**src/hispi_pkg.sv**
```systemverilog
// hispi receive shared definitions
// lane and word widths, sync and code words, lane bundles, decoder states
package hispi_pkg;

	// ----------------------------------------
	// geometry
	// ----------------------------------------
	// four lanes, six bits per lane per clk
	localparam int lane_num = 4;
	localparam int slice_w  = 6;
	// one pixel per lane per two clks
	localparam int word_w   = 12;
	// lane 0 history spans the three sync words
	localparam int hist_w   = 3 * word_w;

	// ----------------------------------------
	// vector types
	// ----------------------------------------
	typedef logic [slice_w-1:0] slice_t;
	typedef logic [word_w-1:0]  word_t;
	// line period in clk cycles minus one
	typedef logic [15:0]        line_len_t;
	// gearbox bit offset
	typedef logic [2:0]         slip_t;

	// largest legal gearbox offset
	localparam slip_t slip_max = slip_t'(slice_w - 1);

	// ----------------------------------------
	// lane bundles
	// ----------------------------------------
	// lane 0 sits in the lowest bits
	typedef struct packed {
		slice_t [lane_num-1:0] lane;
	} raw_bundle_t;

	typedef struct packed {
		word_t [lane_num-1:0] lane;
	} word_bundle_t;

	// ----------------------------------------
	// sync and code words
	// ----------------------------------------
	// in order of arrival
	localparam word_t sync_word_0 = 12'hFFF;
	localparam word_t sync_word_1 = 12'h000;
	localparam word_t sync_word_2 = 12'h000;

	// lsb first so the first word lands in the low bits
	localparam logic [hist_w-1:0] sync_seq = {sync_word_2, sync_word_1, sync_word_0};

	// streaming-sp code words after the sync
	localparam word_t code_sof = 12'h00C;
	localparam word_t code_sol = 12'h004;
	localparam word_t code_eof = 12'h00E;
	localparam word_t code_eol = 12'h006;

	// ----------------------------------------
	// decoder fsm
	// ----------------------------------------
	typedef enum logic [2:0] {
		idle,
		sync1,
		sync2,
		code,
		active
	} dec_state_t;

endpackage

```
**src/hispi_rx.sv**
```systemverilog
// hispi receive top
// gearbox, word aligner and sync decoder in a chain
`timescale 1ns/100ps

module hispi_rx (
	input  logic                    clk,
	input  logic                    rst_n,
	input  hispi_pkg::raw_bundle_t  raw_data,
	input  hispi_pkg::line_len_t    line_length,
	input  logic                    align_en,
	output logic                    locked,
	output logic                    frame_start,
	output logic                    line_start,
	output logic                    line_end,
	output logic                    frame_end,
	output logic                    pixel_valid,
	output hispi_pkg::word_bundle_t pixels
);

	// gearbox to aligner
	hispi_pkg::raw_bundle_t  raw_shifted;
	// slip request back to the gearbox
	logic                    bitslip;
	// aligner to decoder
	logic                    word_stb;
	hispi_pkg::word_bundle_t words;

	lane_gearbox i_lane_gearbox (
		.clk         (clk),
		.rst_n       (rst_n),
		.raw_data    (raw_data),
		.bitslip     (bitslip),
		.raw_shifted (raw_shifted)
	);

	word_aligner i_word_aligner (
		.clk         (clk),
		.rst_n       (rst_n),
		.raw_shifted (raw_shifted),
		.line_length (line_length),
		.align_en    (align_en),
		.bitslip     (bitslip),
		.locked      (locked),
		.word_stb    (word_stb),
		.words       (words)
	);

	sync_decoder i_sync_decoder (
		.clk         (clk),
		.rst_n       (rst_n),
		.word_stb    (word_stb),
		.words       (words),
		.frame_start (frame_start),
		.line_start  (line_start),
		.line_end    (line_end),
		.frame_end   (frame_end),
		.pixel_valid (pixel_valid),
		.pixels      (pixels)
	);

endmodule

```
**src/lane_gearbox.sv**
```systemverilog
// hispi lane gearbox
// shifts all four lanes by a common bit offset, advanced one bit per bitslip
`timescale 1ns/100ps

module lane_gearbox (
	input  logic                   clk,
	input  logic                   rst_n,
	input  hispi_pkg::raw_bundle_t raw_data,
	input  logic                   bitslip,
	output hispi_pkg::raw_bundle_t raw_shifted
);

	// previous slice of every lane
	hispi_pkg::raw_bundle_t prev_data;
	// common bit offset for all lanes
	hispi_pkg::slip_t       offset;
	// window picked from previous and current slices
	hispi_pkg::raw_bundle_t sel_data;

	// ----------------------------------------
	// offset counter
	// ----------------------------------------
	// modulo six, one step per bitslip pulse
	always_ff @(posedge clk or negedge rst_n) begin
		if (!rst_n) begin
			offset <= '0;
		end else if (bitslip) begin
			if (offset == hispi_pkg::slip_max) begin
				offset <= '0;
			end else begin
				offset <= offset + 1'b1;
			end
		end
	end

	// ----------------------------------------
	// bit window select
	// ----------------------------------------
	// lsb first stream so the previous slice holds the earlier bits
	// offset 0 passes the current slice straight through
	// each step pulls the window one bit earlier in time
	always_comb begin
		for (int k = 0; k < hispi_pkg::lane_num; k++) begin
			sel_data.lane[k] = hispi_pkg::slice_t'(
				{raw_data.lane[k], prev_data.lane[k]} >> (hispi_pkg::slice_w - offset));
		end
	end

	// ----------------------------------------
	// registers
	// ----------------------------------------
	// data path only
	always_ff @(posedge clk) begin
		prev_data   <= raw_data;
		raw_shifted <= sel_data;
	end

	// ----------------------------------------
	// checks
	// ----------------------------------------
	// offset stays inside one slice across any bitslip sequence
	a_offset_range: assert property (
		@(posedge clk) disable iff (!rst_n)
		offset <= hispi_pkg::slip_max
	);

endmodule

```
**src/sync_decoder.sv**
```systemverilog
// hispi sync decoder
// turns sync plus code words into frame and line markers and a pixel strobe
`timescale 1ns/100ps

module sync_decoder (
	input  logic                    clk,
	input  logic                    rst_n,
	input  logic                    word_stb,
	input  hispi_pkg::word_bundle_t words,
	output logic                    frame_start,
	output logic                    line_start,
	output logic                    line_end,
	output logic                    frame_end,
	output logic                    pixel_valid,
	output hispi_pkg::word_bundle_t pixels
);

	hispi_pkg::dec_state_t state;
	hispi_pkg::word_t      lane0;
	// start of a new sync sequence
	logic                  sync_start;
	// pixel word in this clk
	logic                  pixel_hit;

	// only lane 0 carries the protocol
	assign lane0      = words.lane[0];
	assign sync_start = (lane0 == hispi_pkg::sync_word_0);
	assign pixel_hit  = word_stb && (state == hispi_pkg::active) && !sync_start;

	// ----------------------------------------
	// fsm and markers
	// ----------------------------------------
	// steps only on word_stb
	// all pulses last one clk
	always_ff @(posedge clk or negedge rst_n) begin
		if (!rst_n) begin
			state       <= hispi_pkg::idle;
			frame_start <= 1'b0;
			line_start  <= 1'b0;
			line_end    <= 1'b0;
			frame_end   <= 1'b0;
			pixel_valid <= 1'b0;
		end else begin
			frame_start <= 1'b0;
			line_start  <= 1'b0;
			line_end    <= 1'b0;
			frame_end   <= 1'b0;
			pixel_valid <= pixel_hit;
			if (word_stb) begin
				case (state)
					hispi_pkg::idle: begin
						if (sync_start) begin
							state <= hispi_pkg::sync1;
						end
					end
					hispi_pkg::sync1: begin
						if (lane0 == hispi_pkg::sync_word_1) begin
							state <= hispi_pkg::sync2;
						end else begin
							state <= hispi_pkg::idle;
						end
					end
					hispi_pkg::sync2: begin
						if (lane0 == hispi_pkg::sync_word_2) begin
							state <= hispi_pkg::code;
						end else begin
							state <= hispi_pkg::idle;
						end
					end
					hispi_pkg::code: begin
						// start codes open a payload, end codes close the line
						case (lane0)
							hispi_pkg::code_sof: begin
								frame_start <= 1'b1;
								state       <= hispi_pkg::active;
							end
							hispi_pkg::code_sol: begin
								line_start <= 1'b1;
								state      <= hispi_pkg::active;
							end
							hispi_pkg::code_eof: begin
								frame_end <= 1'b1;
								state     <= hispi_pkg::idle;
							end
							hispi_pkg::code_eol: begin
								line_end <= 1'b1;
								state    <= hispi_pkg::idle;
							end
							default: begin
								state <= hispi_pkg::idle;
							end
						endcase
					end
					hispi_pkg::active: begin
						// next sync ends the payload
						if (sync_start) begin
							state <= hispi_pkg::sync1;
						end
					end
					default: begin
						state <= hispi_pkg::idle;
					end
				endcase
			end
		end
	end

	// ----------------------------------------
	// pixel data
	// ----------------------------------------
	always_ff @(posedge clk) begin
		if (pixel_hit) begin
			pixels <= words;
		end
	end

	// ----------------------------------------
	// checks
	// ----------------------------------------
	// markers are mutually exclusive
	a_one_marker: assert property (
		@(posedge clk) disable iff (!rst_n)
		$onehot0({frame_start, line_start, line_end, frame_end})
	);

endmodule

```
**src/word_aligner.sv**
```systemverilog
// hispi word aligner
// finds the sync on lane 0, holds lock, times bitslips and builds 12-bit words
`timescale 1ns/100ps

module word_aligner (
	input  logic                    clk,
	input  logic                    rst_n,
	input  hispi_pkg::raw_bundle_t  raw_shifted,
	input  hispi_pkg::line_len_t    line_length,
	input  logic                    align_en,
	output logic                    bitslip,
	output logic                    locked,
	output logic                    word_stb,
	output hispi_pkg::word_bundle_t words
);

	// two flop synchroniser for the enable
	logic [1:0] en_sync;
	logic       enabled;

	// lane 0 history, newest slice at the top
	logic [hispi_pkg::hist_w-1:0] history;
	logic                         sync_hit;

	// line period counter
	hispi_pkg::line_len_t period_cnt;
	logic                 period_wrap;

	// ----------------------------------------
	// enable sync
	// ----------------------------------------
	always_ff @(posedge clk or negedge rst_n) begin
		if (!rst_n) begin
			en_sync <= 2'b00;
		end else begin
			en_sync <= {en_sync[0], align_en};
		end
	end

	assign enabled = en_sync[1];

	// ----------------------------------------
	// sync search on lane 0
	// ----------------------------------------
	// lsb first so new slices enter from the top
	always_ff @(posedge clk) begin
		history <= {raw_shifted.lane[0], history[hispi_pkg::hist_w-1:hispi_pkg::slice_w]};
	end

	assign sync_hit = (history == hispi_pkg::sync_seq);

	// sticky until the enable drops
	always_ff @(posedge clk or negedge rst_n) begin
		if (!rst_n) begin
			locked <= 1'b0;
		end else if (!enabled) begin
			locked <= 1'b0;
		end else if (sync_hit) begin
			locked <= 1'b1;
		end
	end

	// ----------------------------------------
	// word strobe and assembly
	// ----------------------------------------
	// toggles every clk once locked
	// cleared together with the lock so it never outlives it
	always_ff @(posedge clk or negedge rst_n) begin
		if (!rst_n) begin
			word_stb <= 1'b0;
		end else if (!enabled || !locked) begin
			word_stb <= 1'b0;
		end else begin
			word_stb <= ~word_stb;
		end
	end

	// earlier slice ends up in the low half
	always_ff @(posedge clk) begin
		for (int k = 0; k < hispi_pkg::lane_num; k++) begin
			words.lane[k] <= {raw_shifted.lane[k],
				words.lane[k][hispi_pkg::word_w-1:hispi_pkg::slice_w]};
		end
	end

	// ----------------------------------------
	// bitslip timing
	// ----------------------------------------
	assign period_wrap = (period_cnt == line_length);

	// runs 0 .. line_length while enabled
	always_ff @(posedge clk or negedge rst_n) begin
		if (!rst_n) begin
			period_cnt <= '0;
		end else if (!enabled || period_wrap) begin
			period_cnt <= '0;
		end else begin
			period_cnt <= period_cnt + 1'b1;
		end
	end

	// one slip chance per line
	// skipped when a sync shows up on the same clk
	always_ff @(posedge clk or negedge rst_n) begin
		if (!rst_n) begin
			bitslip <= 1'b0;
		end else begin
			bitslip <= enabled && period_wrap && !locked && !sync_hit;
		end
	end

	// ----------------------------------------
	// checks
	// ----------------------------------------
	// a slip after lock would tear the word boundary
	a_no_slip_locked: assert property (
		@(posedge clk) disable iff (!rst_n)
		bitslip |-> !locked
	);

	// no words leave the aligner without lock
	a_stb_needs_lock: assert property (
		@(posedge clk) disable iff (!rst_n)
		!locked |-> !word_stb
	);

endmodule
```
**config.mk**
```make
export PLATFORM = sky130hd
export DESIGN_NAME = hispi_rx
export DESIGN_NICKNAME = d
export VERILOG_FILES = /design/src/hispi_pkg.sv /design/src/hispi_rx.sv /design/src/lane_gearbox.sv /design/src/sync_decoder.sv /design/src/word_aligner.sv
export SDC_FILE = /design/constraint.sdc
export NUM_CORES = 1
export LEC_CHECK = 0
export ABC_AREA = 0
export BUFFER_PORTS_ARGS = -buffer_cell sky130_fd_sc_hd__buf_2
export CAP_MARGIN = 10
export CORE_ASPECT_RATIO = 0.8
export CORE_UTILIZATION = 51
export DETAILED_ROUTE_END_ITERATION = 7
export GPL_ROUTABILITY_DRIVEN = 1
export PLACE_DENSITY = 0.72
export SLEW_MARGIN = 20
export SYNTH_ARGS = -nofsm -noshare
export SYNTH_HDL_FRONTEND = slang
export SYNTH_SLANG_ARGS = --single-unit
export TNS_END_PERCENT = 1
```
**constraint.sdc**
```tcl
create_clock -name clk -period 5.9 [get_ports clk]
set_input_delay 1.18 -clock clk [delete_from_list [all_inputs] [get_ports clk]]
set_output_delay 1.18 -clock clk [all_outputs]
set_load 0.01 [all_outputs]
```
* Word-level counts from Yosys, hierarchy flattened
Index checks and enable logic that the tools add are counted.
** Storage, ports and cells
- Bits in registers :: 212
- Bits of input ports :: 43
- Output and inout port bits :: 54
- Word-level logic and storage cells :: 89
** Cells by class
- $add $sub $neg :: 3
- Eq/ne operators :: 14
- Shift operators :: 4
- Mux-type cells :: 22
- Bitwise operators :: 1
- Reduce and logical (&&, ||, !) cells :: 16
** Operators by type and width (number)
- 12-bit by 32-bit >> shifter with 6-bit output :: 4
- 36-bit by 12-bit equality test with 1-bit output (second input constant) :: 1
- 12-bit by 3-bit equality test with 1-bit output (second input constant) :: 2
- 12-bit by 4-bit equality test with 1-bit output (second input constant) :: 2
- 16-bit by 1-bit adder with 16-bit output (second input constant) :: 1
- 16-bit equality test :: 1
- 16-bit two-way mux :: 1
- 1-bit two-way mux :: 15
- 12-bit equality test (second input constant) :: 1
- 12-bit logical NOT :: 1
- 3-bit case mux with 4 select lines :: 1
- 3-bit two-way mux :: 3
- 3-bit by 2-bit equality test with 1-bit output (second input constant) :: 2
- 3-bit equality test (second input constant) :: 2
- 1-bit logical AND :: 5
- 1-bit logical NOT :: 4
- 2-bit two-way mux :: 2
- 2-bit OR reduction :: 2
- 3-bit by 3-bit subtractor with 4-bit output (first input constant) :: 1
- 3-bit by 1-bit adder with 3-bit output (second input constant) :: 1
- 3-bit by 1-bit equality test with 1-bit output (second input constant) :: 1
- 3-bit logical NOT :: 1
- 1-bit logical OR :: 2
- 2-bit by 1-bit != test with 1-bit output (second input constant) :: 1
- other kinds (3) :: 3

* Logic depth before layout (Yosys ltp)
Gate-level depths: netlist (run 1).
- Depth in word-level cells :: 4
- Mapped depth :: 8
- Gate-level depth less buffers :: 6

* Modules after synthesis
From an unflattened synthesis (run 1), not the netlist that was laid out.
** Second synthesis, totals
- Cells, all modules :: 515
- Area, all modules :: 6919.1 um^2
** Modules (own cells, without submodules)
- word_aligner :: times used 1, cells each 203, area each 2735.1 um^2, seq. area each 1966.9 um^2
- lane_gearbox :: times used 1, cells each 226, area each 2347.3 um^2, seq. area each 1036.0 um^2
- sync_decoder :: times used 1, cells each 86, area each 1836.8 um^2, seq. area each 1641.6 um^2

* Worst setup path after synthesis (run 1)
OpenSTA, ideal clock, no wires.
- Path type :: reg2reg
- Start :: reg i_sync_decoder.state[1]
- End :: reg, netlist name i_sync_decoder.pixels[0]
- Library setup time :: 0.455 ns
- Arrival :: 2.644 ns
- Required time :: 5.445 ns
- Setup slack :: 2.801 ns
- Stages on the path, launching flop included :: 4
- Buffers on the path :: 0
- Clock period less this slack :: 3.099 ns
- Path through :: dfrtp_1 -> nor2_1 -> o41ai_1 -> nor2_1
** Between the ends
- Cells in the longest elaborated chain, start to end :: 3
** RTL lines
- start: declaration :: line sync_decoder.sv:18 : hispi_pkg::dec_state_t state;
- start signal: assignment :: line sync_decoder.sv:37 : state <= hispi_pkg::idle;
- start signal: assignment :: line sync_decoder.sv:53 : state <= hispi_pkg::sync1;
- start signal: assignment :: line sync_decoder.sv:58 : state <= hispi_pkg::sync2;
- 3-bit equality test :: line sync_decoder.sv:28 : assign pixel_hit = word_stb && (state == hispi_pkg::active) && !sync_start;
- 1-bit logical AND (2 in a row) :: line sync_decoder.sv:28
- net i_sync_decoder.pixel_hit :: line sync_decoder.sv:23 : logic pixel_hit;
The timed path passes the listed nets, and every way through them passes these cells.
A chain may end at the register's enable or synchronous reset.

* Final worst setup path (run 1)
- Start :: reg i_lane_gearbox.offset[0]
- End :: reg, netlist name i_lane_gearbox.raw_shifted[22]
** Between the ends
- Cells in the longest elaborated chain, start to end :: 2
** RTL lines
- start: declaration :: line lane_gearbox.sv:16 : hispi_pkg::slip_t offset;
- start signal: assignment :: line lane_gearbox.sv:31 : offset <= offset + 1'b1;
- 3-bit by 3-bit subtractor with 4-bit output :: line lane_gearbox.sv:45 : {raw_data.lane[k], prev_data.lane[k]} >> (hispi_pkg::slice_w - offset));
- 12-bit by 32-bit >> shifter with 6-bit output :: line lane_gearbox.sv:45
No other way between the ends.

==> results of run 1 <==
## cell type report
cell class                      count  area [sq um]
Inverter                           17          63.8
Fill cell                        1027          4930
Tap cell                          175           219
Clock inverter                     14           159
Sequential cell                   200          4640
Clock buffer                       18           439
Timing Repair Buffer              100           531
Multi-Input combinational cell    264          1980
## power by group
group / switching [mW] / total (mW) / leakage, nW / internal (mW)
clock network: 0.520 / 1.13 / 0.288 / 0.613
logic: 0.0398 / 0.0781 / 1.06 / 0.0383
registers: 0.0239 / 1.47 / 1.88 / 1.45
## per-stage QoR
| stage | hold slack, ps | utilization [%] | worst slack (ps) | cell area (sq um) | cells |
|---|---|---|---|---|---|
| 2_1_floorplan | 310 | - | 2800 | 6810 | 506 |
| 3_3_place_gp | 312 | 57.2 | 2340 | 7410 | 755 |
| 3_5_place_dp | 312 | 57.2 | 2150 | 7410 | 755 |
| 4_1_cts | 326 | 61.8 | 2130 | 8010 | 787 |
| 5_1_grt | 329 | 62.0 | 1710 | 8040 | 788 |
| 6_report | 328 | 62.0 | 1990 | 8040 | 788 |
## layer usage
metal | track usage [%] | routed length, um
met2 | 28.7 | 5650
met5 | 0 | 0
met3 | 5.58 | 703
met4 | 8.74 | 229
met1 | 25.2 | 5810
## registers in the layout, summed over array words and instances, names as in the netlist, 2 cells and up
signal / flops
i_sync_decoder.state: 3
i_lane_gearbox.raw_shifted: 24
i_word_aligner.en_sync: 2
i_word_aligner.history: 36
i_word_aligner.words: 36
i_word_aligner.period_cnt: 16
i_lane_gearbox.prev_data: 24
i_sync_decoder.pixels: 48
i_lane_gearbox.offset: 3
## final timing paths
kind                                                from                              to  slack [ps]  depth (start not counted)
max                             i_lane_gearbox.offset[0]  i_lane_gearbox.raw_shifted[22]        1990                          6
min                        i_lane_gearbox.raw_shifted[7]        i_word_aligner.words[19]         330                          0
max reg2reg                     i_lane_gearbox.offset[0]  i_lane_gearbox.raw_shifted[22]        1990                          6
min reg2reg                i_lane_gearbox.raw_shifted[7]        i_word_aligner.words[19]         330                          0
max in group asynchronous                          rst_n   i_word_aligner.period_cnt[11]        4620                          1
min in group asynchronous                          rst_n       i_sync_decoder.line_start         800                          1
## cell usage after synthesis (2+ instances only)
master,n,area (sq um)
nand2_1,26,97.6
a221o_1,16,160
nand2b_1,2,12.5
buf_2,7,35.0
nor3b_2,2,25.0
clkbuf_1,10,37.5
o21ai_0,6,30.0
dfrtp_1,32,801
ha_1,4,50.1
xnor2_1,28,245
nor2_1,25,93.8
a221oi_1,4,35.0
nor3_1,7,35.0
inv_1,17,63.8
a21o_1,5,37.5
buf_6,4,45.0
edfxtp_1,48,1440
buf_4,2,15.0
and2_1,4,25.0
nor2b_1,11,68.8
a211oi_1,21,158
a21oi_1,17,85.1
dfxtp_1,120,2400
and2b_1,3,22.5
xor2_1,3,26.3
mux4_2,8,180
nor4_1,7,43.8
a22oi_1,24,180
nand3_1,5,25.0
o41ai_1,2,17.5
nand4_1,11,68.8
mux2_2,4,45.0
## cell families (layout without fill, tap and decap cells)
kind of cell	count (synthesis)	in the layout	share of synthesized area, %
xor+xnor	31	31	3.98
flops	200	200	68.2
buf+inv	42	149	3.01
compound gates	103	103	11.8
simple gates	113	113	8.89
fa+ha+maj	4	4	0.735
mux	13	13	3.45
==> metrics.txt, run 1 <==
Yosys cell types=53; CTS resizes=0; P&R area growth vs syn=17.9%; Worst Tran Pin Value=1060 ps; CP required=around 6200 ps; Mapped Area=around 6800 sq um; Final Net Count=647; crit-path most repeated cell=inv_1; CP endpoint kind=flop; Core Area=13000 sq um; H-tree depth=4; Die Ht=105 um; Post-CTS Setup Inserts=0; most common cell after layout, fill and taps aside=dfxtp_1; setup TNS=0 ps; DRT iter0 DRCs=239; crit-path max FO=33; RSZ-0062 raised after global routing=no; Worst-Skew Late Latency=between 400 and 500 ps; row count=37; Final GP Congestion=around 0.9; CTS max path bufs=2; post-DR vias/cell=5.40; largest net degree at the start of global routing=between 40 and 50; final WL=about 12000 um; DRT Pass-1 Iters=5; CTS sink cnt=200; CTS root buf=clkbuf_16; leakage=~3.2 nW; kind of critical path=reg -> reg; Primary FF master, synth=dfxtp_1; Worst Path Buf+Inv=2; HP Class=reg -> reg; slowest stage delay, CP=roughly 1100 ps; DRC violations left=0; clk slew on worst S/H paths=70 ps; GRT Total Usage=roughly a fifth; IO Port Bufs=96; Hold-fix buffers, CTS=0; Synth Net Count=about 550; via count=~4300; run status=finished clean; Setup-failing EPs final=0; FMAX=about 260 MHz; leading cell types in the layout, fill and taps excluded=dfxtp_1, buf_2, edfxtp_1, dfrtp_1, xnor2_1; arrival time at the worst endpoint=around 4200 ps; Final ANT Viol Nets=0; CTS tree=done; Max Cap Viol=0; CP Launch Type=flop; sequential share of the synthesized area=68.2%; die area=approximately 14000 sq um; flop and latch count out of synthesis=200; minimum clock period=3910 ps; Pwr Density=334 nW/um^2; Syn Inst Count=506; dpl hpwl=8330 um; share of layout cells above drive strength 1=between 20% and 30%; I/O Pins=97; vias in the first global route=between 3000 and 4000; die width=between 100 and 150 um; Post-Syn Area per Cell=13.5 sq um; Crit-path slowest cell=ha_1; FFs w/ async S/R, synth=~16%; final worst-path cycle share=between 60% and 70%; YS warnings=0; fin. max-slew vios=0; Max-slew headroom=29.4%; Max IR drop VDD=between 0.15 and 0.2 mV; crit-path leading delay family=buffers and inverters; Clock Skew=around 8.9 ps; Avg WL per Cell=15.7 um; Power Total=between 2 and 3 mW; critical-path cell list=inv_1 -> ha_1 -> inv_1 -> a221oi_1 -> a211oi_1 -> a21o_1; final hold vios=0; Antenna diodes=0; total congestion overflow=0; total CTS buffers=17; starting density of the core=52.6%; antenna violations before repair=0; EDFF count, synth=48; wire length of the first global-routing pass=20000 um
(Power assumes the default switching activity.)
==> inputs of run 2 (changes only) <==
- ABC_AREA: 0 -> 1
- PLACE_DENSITY: 0.72 -> 0.75
- clock period: 5.9 -> 3.2 ns (I/O delays scaled with it)
==> run 2 against run 1 <==
Utilization shrank 0.18 points; total power grew 85%; sequential share of layout area shrank 2.9 points; routed wire length grew 12%; register-to-register slack lost 1100 ps; final area grew 5.3%; fmax grew 67%; via count grew 24%; hold slack lost 69 ps; sequential power grew 84%; synthesized cell count grew 49%; combinational power grew 91%.
==> metrics.txt, run 2 <==
crit-path max FO=42 (was 33); share of the synthesized area in the top cell type=33.2% (was 35.3%); RSZ-0062 raised after global routing=no (unchanged); Worst Tran Pin Value=722 ps (was 1060 ps); run status=finished clean (unchanged); CP required=3570 ps (was 6230 ps); Post-CTS Setup Inserts=0 (unchanged); largest family of logic cells by synthesized area=simple AND/OR/NAND/NOR gates (was compound AO/OA/AOI/OAI gates); mux cell area share after synthesis=0% (was 3.45%); Commonest cells post-synth=nand2_1, dfxtp_1, nor2_1 (was dfxtp_1, edfxtp_1, dfrtp_1); vias in the first global route=4780 (was 3995); Top reg by flops=i_sync_decoder.pixels (unchanged); total congestion overflow=0 (unchanged); CTS root buf=clkbuf_16 (unchanged); Worst Setup SP=i_lane_gearbox.offset[0] (unchanged); YS warnings=0 (unchanged); Power Total=4.97 mW (was 2.69 mW); Worst Path Buf+Inv=4 (was 2); dpl hpwl=9390 um (was 8330 um); DRT iter0 DRCs=519 (was 239); share of layout cells above drive strength 1=19.2% (was 25.0%); kind of critical path=reg -> reg (unchanged); Post-Synth Simple-Gate Area=23.0% (was 8.89%); EDFF count, synth=48 (unchanged); Max-slew headroom=51.8% (was 29.4%); Pwr Density=588 nW/um^2 (was 334 nW/um^2); starting density of the core=52.9% (was 52.6%); H-tree depth=4 (unchanged); Setup-failing EPs final=0 (unchanged); CP Launch Type=flop (unchanged); Primary FF master, synth=dfxtp_1 (unchanged); sequential share of the synthesized area=64.1% (was 68.2%); FFs w/ async S/R, synth=16.0% (unchanged); leading cell types in the layout, fill and taps excluded=nand2_1, dfxtp_1, buf_2, nor2_1, nand3_1 (was dfxtp_1, buf_2, edfxtp_1, dfrtp_1, xnor2_1); final WL=13800 um (was 12400 um); Antenna diodes=0 (unchanged); Mapped Area=7240 sq um (was 6810 sq um); Hold-fix buffers, CTS=0 (unchanged); post-DR vias/cell=5.03 (was 5.40); leakage=3.85 nW (was 3.23 nW); post-synthesis compound-gate area fraction=5.39% (was 11.8%); Synth area leader=dfxtp_1 (unchanged); Yosys cell types=37 (was 53); Syn Inst Count=756 (was 506); Max IR drop VDD=0.477 mV (was 0.187 mV); Final ANT Viol Nets=0 (unchanged); final worst-path cycle share=72.9% (was 66.2%); Worst-Skew Late Latency=430 ps (about the same); FF-to-FF Start=i_lane_gearbox.offset[0] (unchanged); die area=14700 sq um (was 13800 sq um); Synth Net Count=803 (was 553); crit-path leading delay family=buffers and inverters (unchanged); Crit-path slowest cell=dfrtp_1 (was ha_1); Post-Route Utilization=61.8% (was 62.0%); fin. max-slew vios=0 (unchanged); Fill cells=1134 (was 1027); I/O Pins=97 (unchanged); wire length of the first global-routing pass=22600 um (was 20000 um); critical-path cell list=inv_2 -> ha_1 -> buf_4 -> inv_2 -> buf_4 -> o21ai_0 -> o21ai_0 -> nand2_1 -> nand2_1 (was inv_1 -> ha_1 -> inv_1 -> a221oi_1 -> a211oi_1 -> a21o_1); arrival time at the worst endpoint=2710 ps (was 4230 ps); leading post-synthesis cells by cell area=dfxtp_1, edfxtp_1, dfrtp_1 (unchanged); top-count cell post-synth=nand2_1 (was dfxtp_1); Post-Synth XOR/XNOR Area=1.35% (was 3.98%); via count=5260 (was 4259); IO Port Bufs=96 (unchanged); Setup WS pre-CTS=932 ps (was 2150 ps); Final GP Congestion=0.896 (was 0.895); Max Cap Viol=0 (unchanged); Core Area=13700 sq um (was 13000 sq um); clk slew on worst S/H paths=70 ps (about the same); row count=38 (was 37); flop and latch count out of synthesis=200 (unchanged); Synth Area in Adders=0.691% (was 0.734%); largest net degree at the start of global routing=43 (was 45); CTS resizes=0 (unchanged); CTS sink cnt=200 (unchanged); final hold vios=0 (unchanged); CTS tree=done (unchanged); DRT Pass-1 Iters=5 (unchanged); CTS max path bufs=2 (unchanged); FMAX=429 MHz (was 256 MHz); antenna violations before repair=0 (unchanged); HP Class=in -> async (was reg -> reg); slowest stage delay, CP=700 ps (was 1060 ps); die width=135 um (was 131 um); CP endpoint kind=flop (unchanged); Clock Skew=11.5 ps (was 8.87 ps); Avg WL per Cell=13.2 um (was 15.7 um); GRT Total Usage=20.1% (was 19.0%); DRC violations left=0 (unchanged); Die Ht=109 um (was 105 um); Post-Syn Area per Cell=9.58 sq um (was 13.5 sq um); total CTS buffers=17 (unchanged); Final Worst Setup Slack=868 ps (was 1990 ps); Final Net Count=900 (was 647); setup TNS=0 ps (unchanged); most common cell after layout, fill and taps aside=nand2_1 (was dfxtp_1); P&R area growth vs syn=16.9% (was 17.9%); max FFs per register=48 (unchanged); minimum clock period=2330 ps (was 3910 ps)
==> run 2: changes by cell type in the layout (fill, tap and decap cells not counted), sizes merged, moves of 8 or more <==
cell and delta:
nand3 +80, nand2 +176, nor2 +55, nor2b -11, nor4 -8, a22oi -20, a221o -16, o21ai +21
a211oi -21, xnor2 -27, inv +48, mux4 -8
==> run 2: kinds of logic after synthesis <==
kind of cell,count (synthesis)
XOR/XNOR,9
buffers and inverters,90
AO/OA/AOI/OAI,64
AND/OR/NAND/NOR,389
flip-flops,200
adder cells (fa/ha/maj),4
==> run 2: worst register-to-register path, stage by stage, from the launching register on <==
cell	delay [ps]
dfrtp_1	700
inv_2	70
ha_1	310
buf_4	240
inv_2	90
buf_4	390
o21ai_0	170
o21ai_0	180
nand2_1	70
nand2_1	70
==> run 2: power by group <==
group          leakage [nW]  total, mW  switching (mW)  internal [mW]
clock network         0.297       2.11            1.01           1.10
registers              1.88       2.71          0.0415           2.67
logic                  1.67      0.149          0.0894         0.0597
total                  3.85       4.97            1.14           3.83
==> run 2: worst paths after layout <==
| path | endpoint | slack [ps] | depth (start not counted) |
|---|---|---|---|
| worst min-delay path | i_sync_decoder.frame_end | 260 | 1 |
| max in group asynchronous | i_lane_gearbox.offset[1] | 2460 | 1 |
| worst max register to register | i_lane_gearbox.raw_shifted[18] | 870 | 9 |
| min in group clk | i_word_aligner.words[45] | 320 | 0 |
| worst max-delay path | i_lane_gearbox.raw_shifted[18] | 870 | 9 |
| worst min register to register | i_word_aligner.words[45] | 320 | 0 |
==> run 2: final cells by class <==
type / count / area, sq um / share of cell area (%)
tap: 180 / 225 / 2.66
inverter: 65 / 249 / 2.94
clock inverter: 13 / 151 / 1.79
timing repair buffer: 103 / 533 / 6.30
clock buffer: 19 / 454 / 5.37
sequential: 200 / 4640 / 54.9
multi-input combinational: 466 / 2210 / 26.1
==> run 2: routing by layer <==
layer	share of wire [%]	track usage (%)
met4	2.1	8.35
met2	44	30.9
met3	6.0	4.50
met1	48	27.5
met5	0	0
==> run 2: through the flow <==
step / cells / instance area (sq um) / hold slack (ps)
6_report: 1046 / 8460 / 259
3_3_place_gp: 1014 / 7860 / 311
3_5_place_dp: 1014 / 7860 / 312
4_1_cts: 1046 / 8460 / 288
5_1_grt: 1046 / 8460 / 314
2_1_floorplan: 756 / 7240 / 310
==> inputs of run 3 (changes only) <==
- PLACE_DENSITY: 0.75 -> 0.72
- clock period: 3.2 -> 2.35 ns (I/O delays scaled with it)
==> run 3 against run 2 <==
Via count up 1.3%; worst setup slack worse by 400 ps; routed wire length up 3.4%; die area unchanged; clock skew up 1.3 ps.
==> metrics.txt, run 3 (synthesized netlist as in run 2, its figures left out) <==
Clk network pwr share=42.0% (was 42.4%); leading cell types in the layout, fill and taps excluded=nand2_1, dfxtp_1, buf_2, nor2_1, nand3_1 (unchanged); HP Class=in -> async (unchanged); CTS root buf=clkbuf_16 (unchanged); antenna violations before repair=0 (unchanged); fin. max-slew vios=0 (unchanged); leakage=3.83 nW (was 3.85 nW); met1 wire length=6590 um (was 6570 um); die area=14700 sq um (unchanged); IO Port Bufs=96 (unchanged); Post-CTS Setup Inserts=0 (unchanged); CTS sink cnt=200 (unchanged); FMAX=532 MHz (was 429 MHz); crit-path max FO=55 (was 42); CTS resizes=0 (unchanged); total CTS buffers=17 (unchanged); hold_ws=81.3 ps (was 259 ps); Final Worst Setup Slack=469 ps (was 868 ps); Final GP Congestion=0.896 (about the same); row count=38 (unchanged); CTS max path bufs=2 (unchanged); Max Cap Viol=0 (unchanged); arrival time at the worst endpoint=2200 ps (was 2710 ps); Max-slew headroom=51.8% (about the same); Final Net Count=900 (unchanged); most common cell after layout, fill and taps aside=nand2_1 (unchanged); Worst Tran Pin Value=722 ps (about the same); largest net degree at the start of global routing=56 (was 43); WL met3=993 um (was 832 um); I/O Pins=97 (unchanged); Setup-failing EPs final=0 (unchanged); P&R area growth vs syn=16.7% (was 16.9%); Final ANT Viol Nets=0 (unchanged); Die Ht=109 um (unchanged); Hold-fix buffers, CTS=0 (unchanged); Finished Cell Area=8450 sq um (was 8460 sq um); Top reg by flops=i_sync_decoder.pixels (unchanged); Avg WL per Cell=13.7 um (was 13.2 um); vias in the first global route=4984 (was 4780); CP required=2660 ps (was 3570 ps); DRC violations left=0 (unchanged); share of layout cells above drive strength 1=18.9% (was 19.2%); Clock Skew=12.8 ps (was 11.5 ps); Worst-Skew Late Latency=440 ps (was 430 ps); die width=135 um (unchanged); Power Total=6.73 mW (was 4.97 mW); CP endpoint kind=flop (unchanged); GRT Total Usage=21.2% (was 20.1%); minimum clock period=1880 ps (was 2330 ps); total congestion overflow=0 (unchanged); DRT Pass-1 Iters=5 (unchanged); starting density of the core=52.9% (unchanged); P_int=5.25 mW (was 3.83 mW); RSZ-0062 raised after global routing=no (unchanged); CP Launch Type=flop (unchanged); H-tree depth=4 (unchanged); run status=finished clean (unchanged); metal2 WL=6520 um (was 6120 um); Pwr Density=796 nW/um^2 (was 588 nW/um^2); post-DR vias/cell=5.09 (was 5.03); Setup WS pre-CTS=502 ps (was 932 ps); final WL=14300 um (was 13800 um); CTS tree=done (unchanged); sequential power share=55.0% (was 54.6%); clk slew on worst S/H paths=80 ps (was 70 ps); final worst-path cycle share=80.0% (was 72.9%); dpl hpwl=9850 um (was 9390 um); Antenna diodes=0 (unchanged); DRT iter0 DRCs=542 (was 519); wire length of the first global-routing pass=23600 um (was 22600 um); Max IR drop VDD=0.575 mV (was 0.477 mV); final hold vios=0 (unchanged); Core Area=13700 sq um (unchanged); setup TNS=0 ps (unchanged); placed inst area=7870 sq um (was 7860 sq um); via count=5328 (was 5260); Psw=1.47 mW (was 1.14 mW); logic gate share of total power=3.0% (about the same); Switching Fraction=21.9% (was 23.0%); top layer in use=met4 (unchanged); max FFs per register=48 (unchanged); kind of critical path=reg -> reg (unchanged)
## run 3: cell count changes in the layout (fill, tap and decap cells not counted), sizes merged
cell      change
clkinv        -2
bufinv        +1
inv           -1
clkinvlp      +1
clkbuf        +1
## run 3: worst paths after layout
check / cells after the start / slack, ps / to / start
worst min register to register: 0 / 330 / i_word_aligner.words[32] / i_lane_gearbox.raw_shifted[14]
worst max-delay path: 6 / 470 / i_lane_gearbox.raw_shifted[14] / i_lane_gearbox.offset[0]
max in group asynchronous: 1 / 1790 / i_lane_gearbox.offset[1] / rst_n
min in group clk: 1 / 150 / i_word_aligner.en_sync[0] / align_en
worst max register to register: 6 / 470 / i_lane_gearbox.raw_shifted[14] / i_lane_gearbox.offset[0]
worst min-delay path: 1 / 80 / i_sync_decoder.line_start / rst_n
## run 3: routing by layer
layer / track usage [%] / vias to the layer above
met5: 0 / -
met4: 8.43 / 0
met3: 6.19 / 21
met2: 32.8 / 178
met1: 27.9 / 2477
li1: - / 2652
## run 3: worst max-delay path: stages, from the launching register on
cell and delay, ps:
dfrtp_1 360, buf_4 450, ha_1 330, xor2_4 210
inv_4 170, nand3_1 170, o21ai_2 60
## run 3: stage by stage
| stage | utilization (%) | instances |
|---|---|---|
| 2_1_floorplan | - | 756 |
| 3_3_place_gp | 57.5 | 1014 |
| 3_5_place_dp | 57.5 | 1014 |
| 4_1_cts | 61.7 | 1046 |
| 5_1_grt | 61.7 | 1046 |
| 6_report | 61.7 | 1046 |
## run 3: power groups by stage
stage	Sequential (mW)	Combinational [mW]	Clock, mW
after floorplan	3.75	0.116	0
final	3.70	0.205	2.82
after detailed placement	3.77	0.204	0
after CTS	3.70	0.206	2.88
after global placement	3.77	0.197	0
after global routing	3.71	0.236	3.03
## run 3: layout make-up
type / count / area [sq um]
clock inverters: 12 / 135
repair buffers: 103 / 546
well taps: 180 / 225
clock buffers: 20 / 447
fillers: 1126 / 5240
flip-flops and latches: 200 / 4640
multi-input cells: 466 / 2210
inverters: 65 / 249
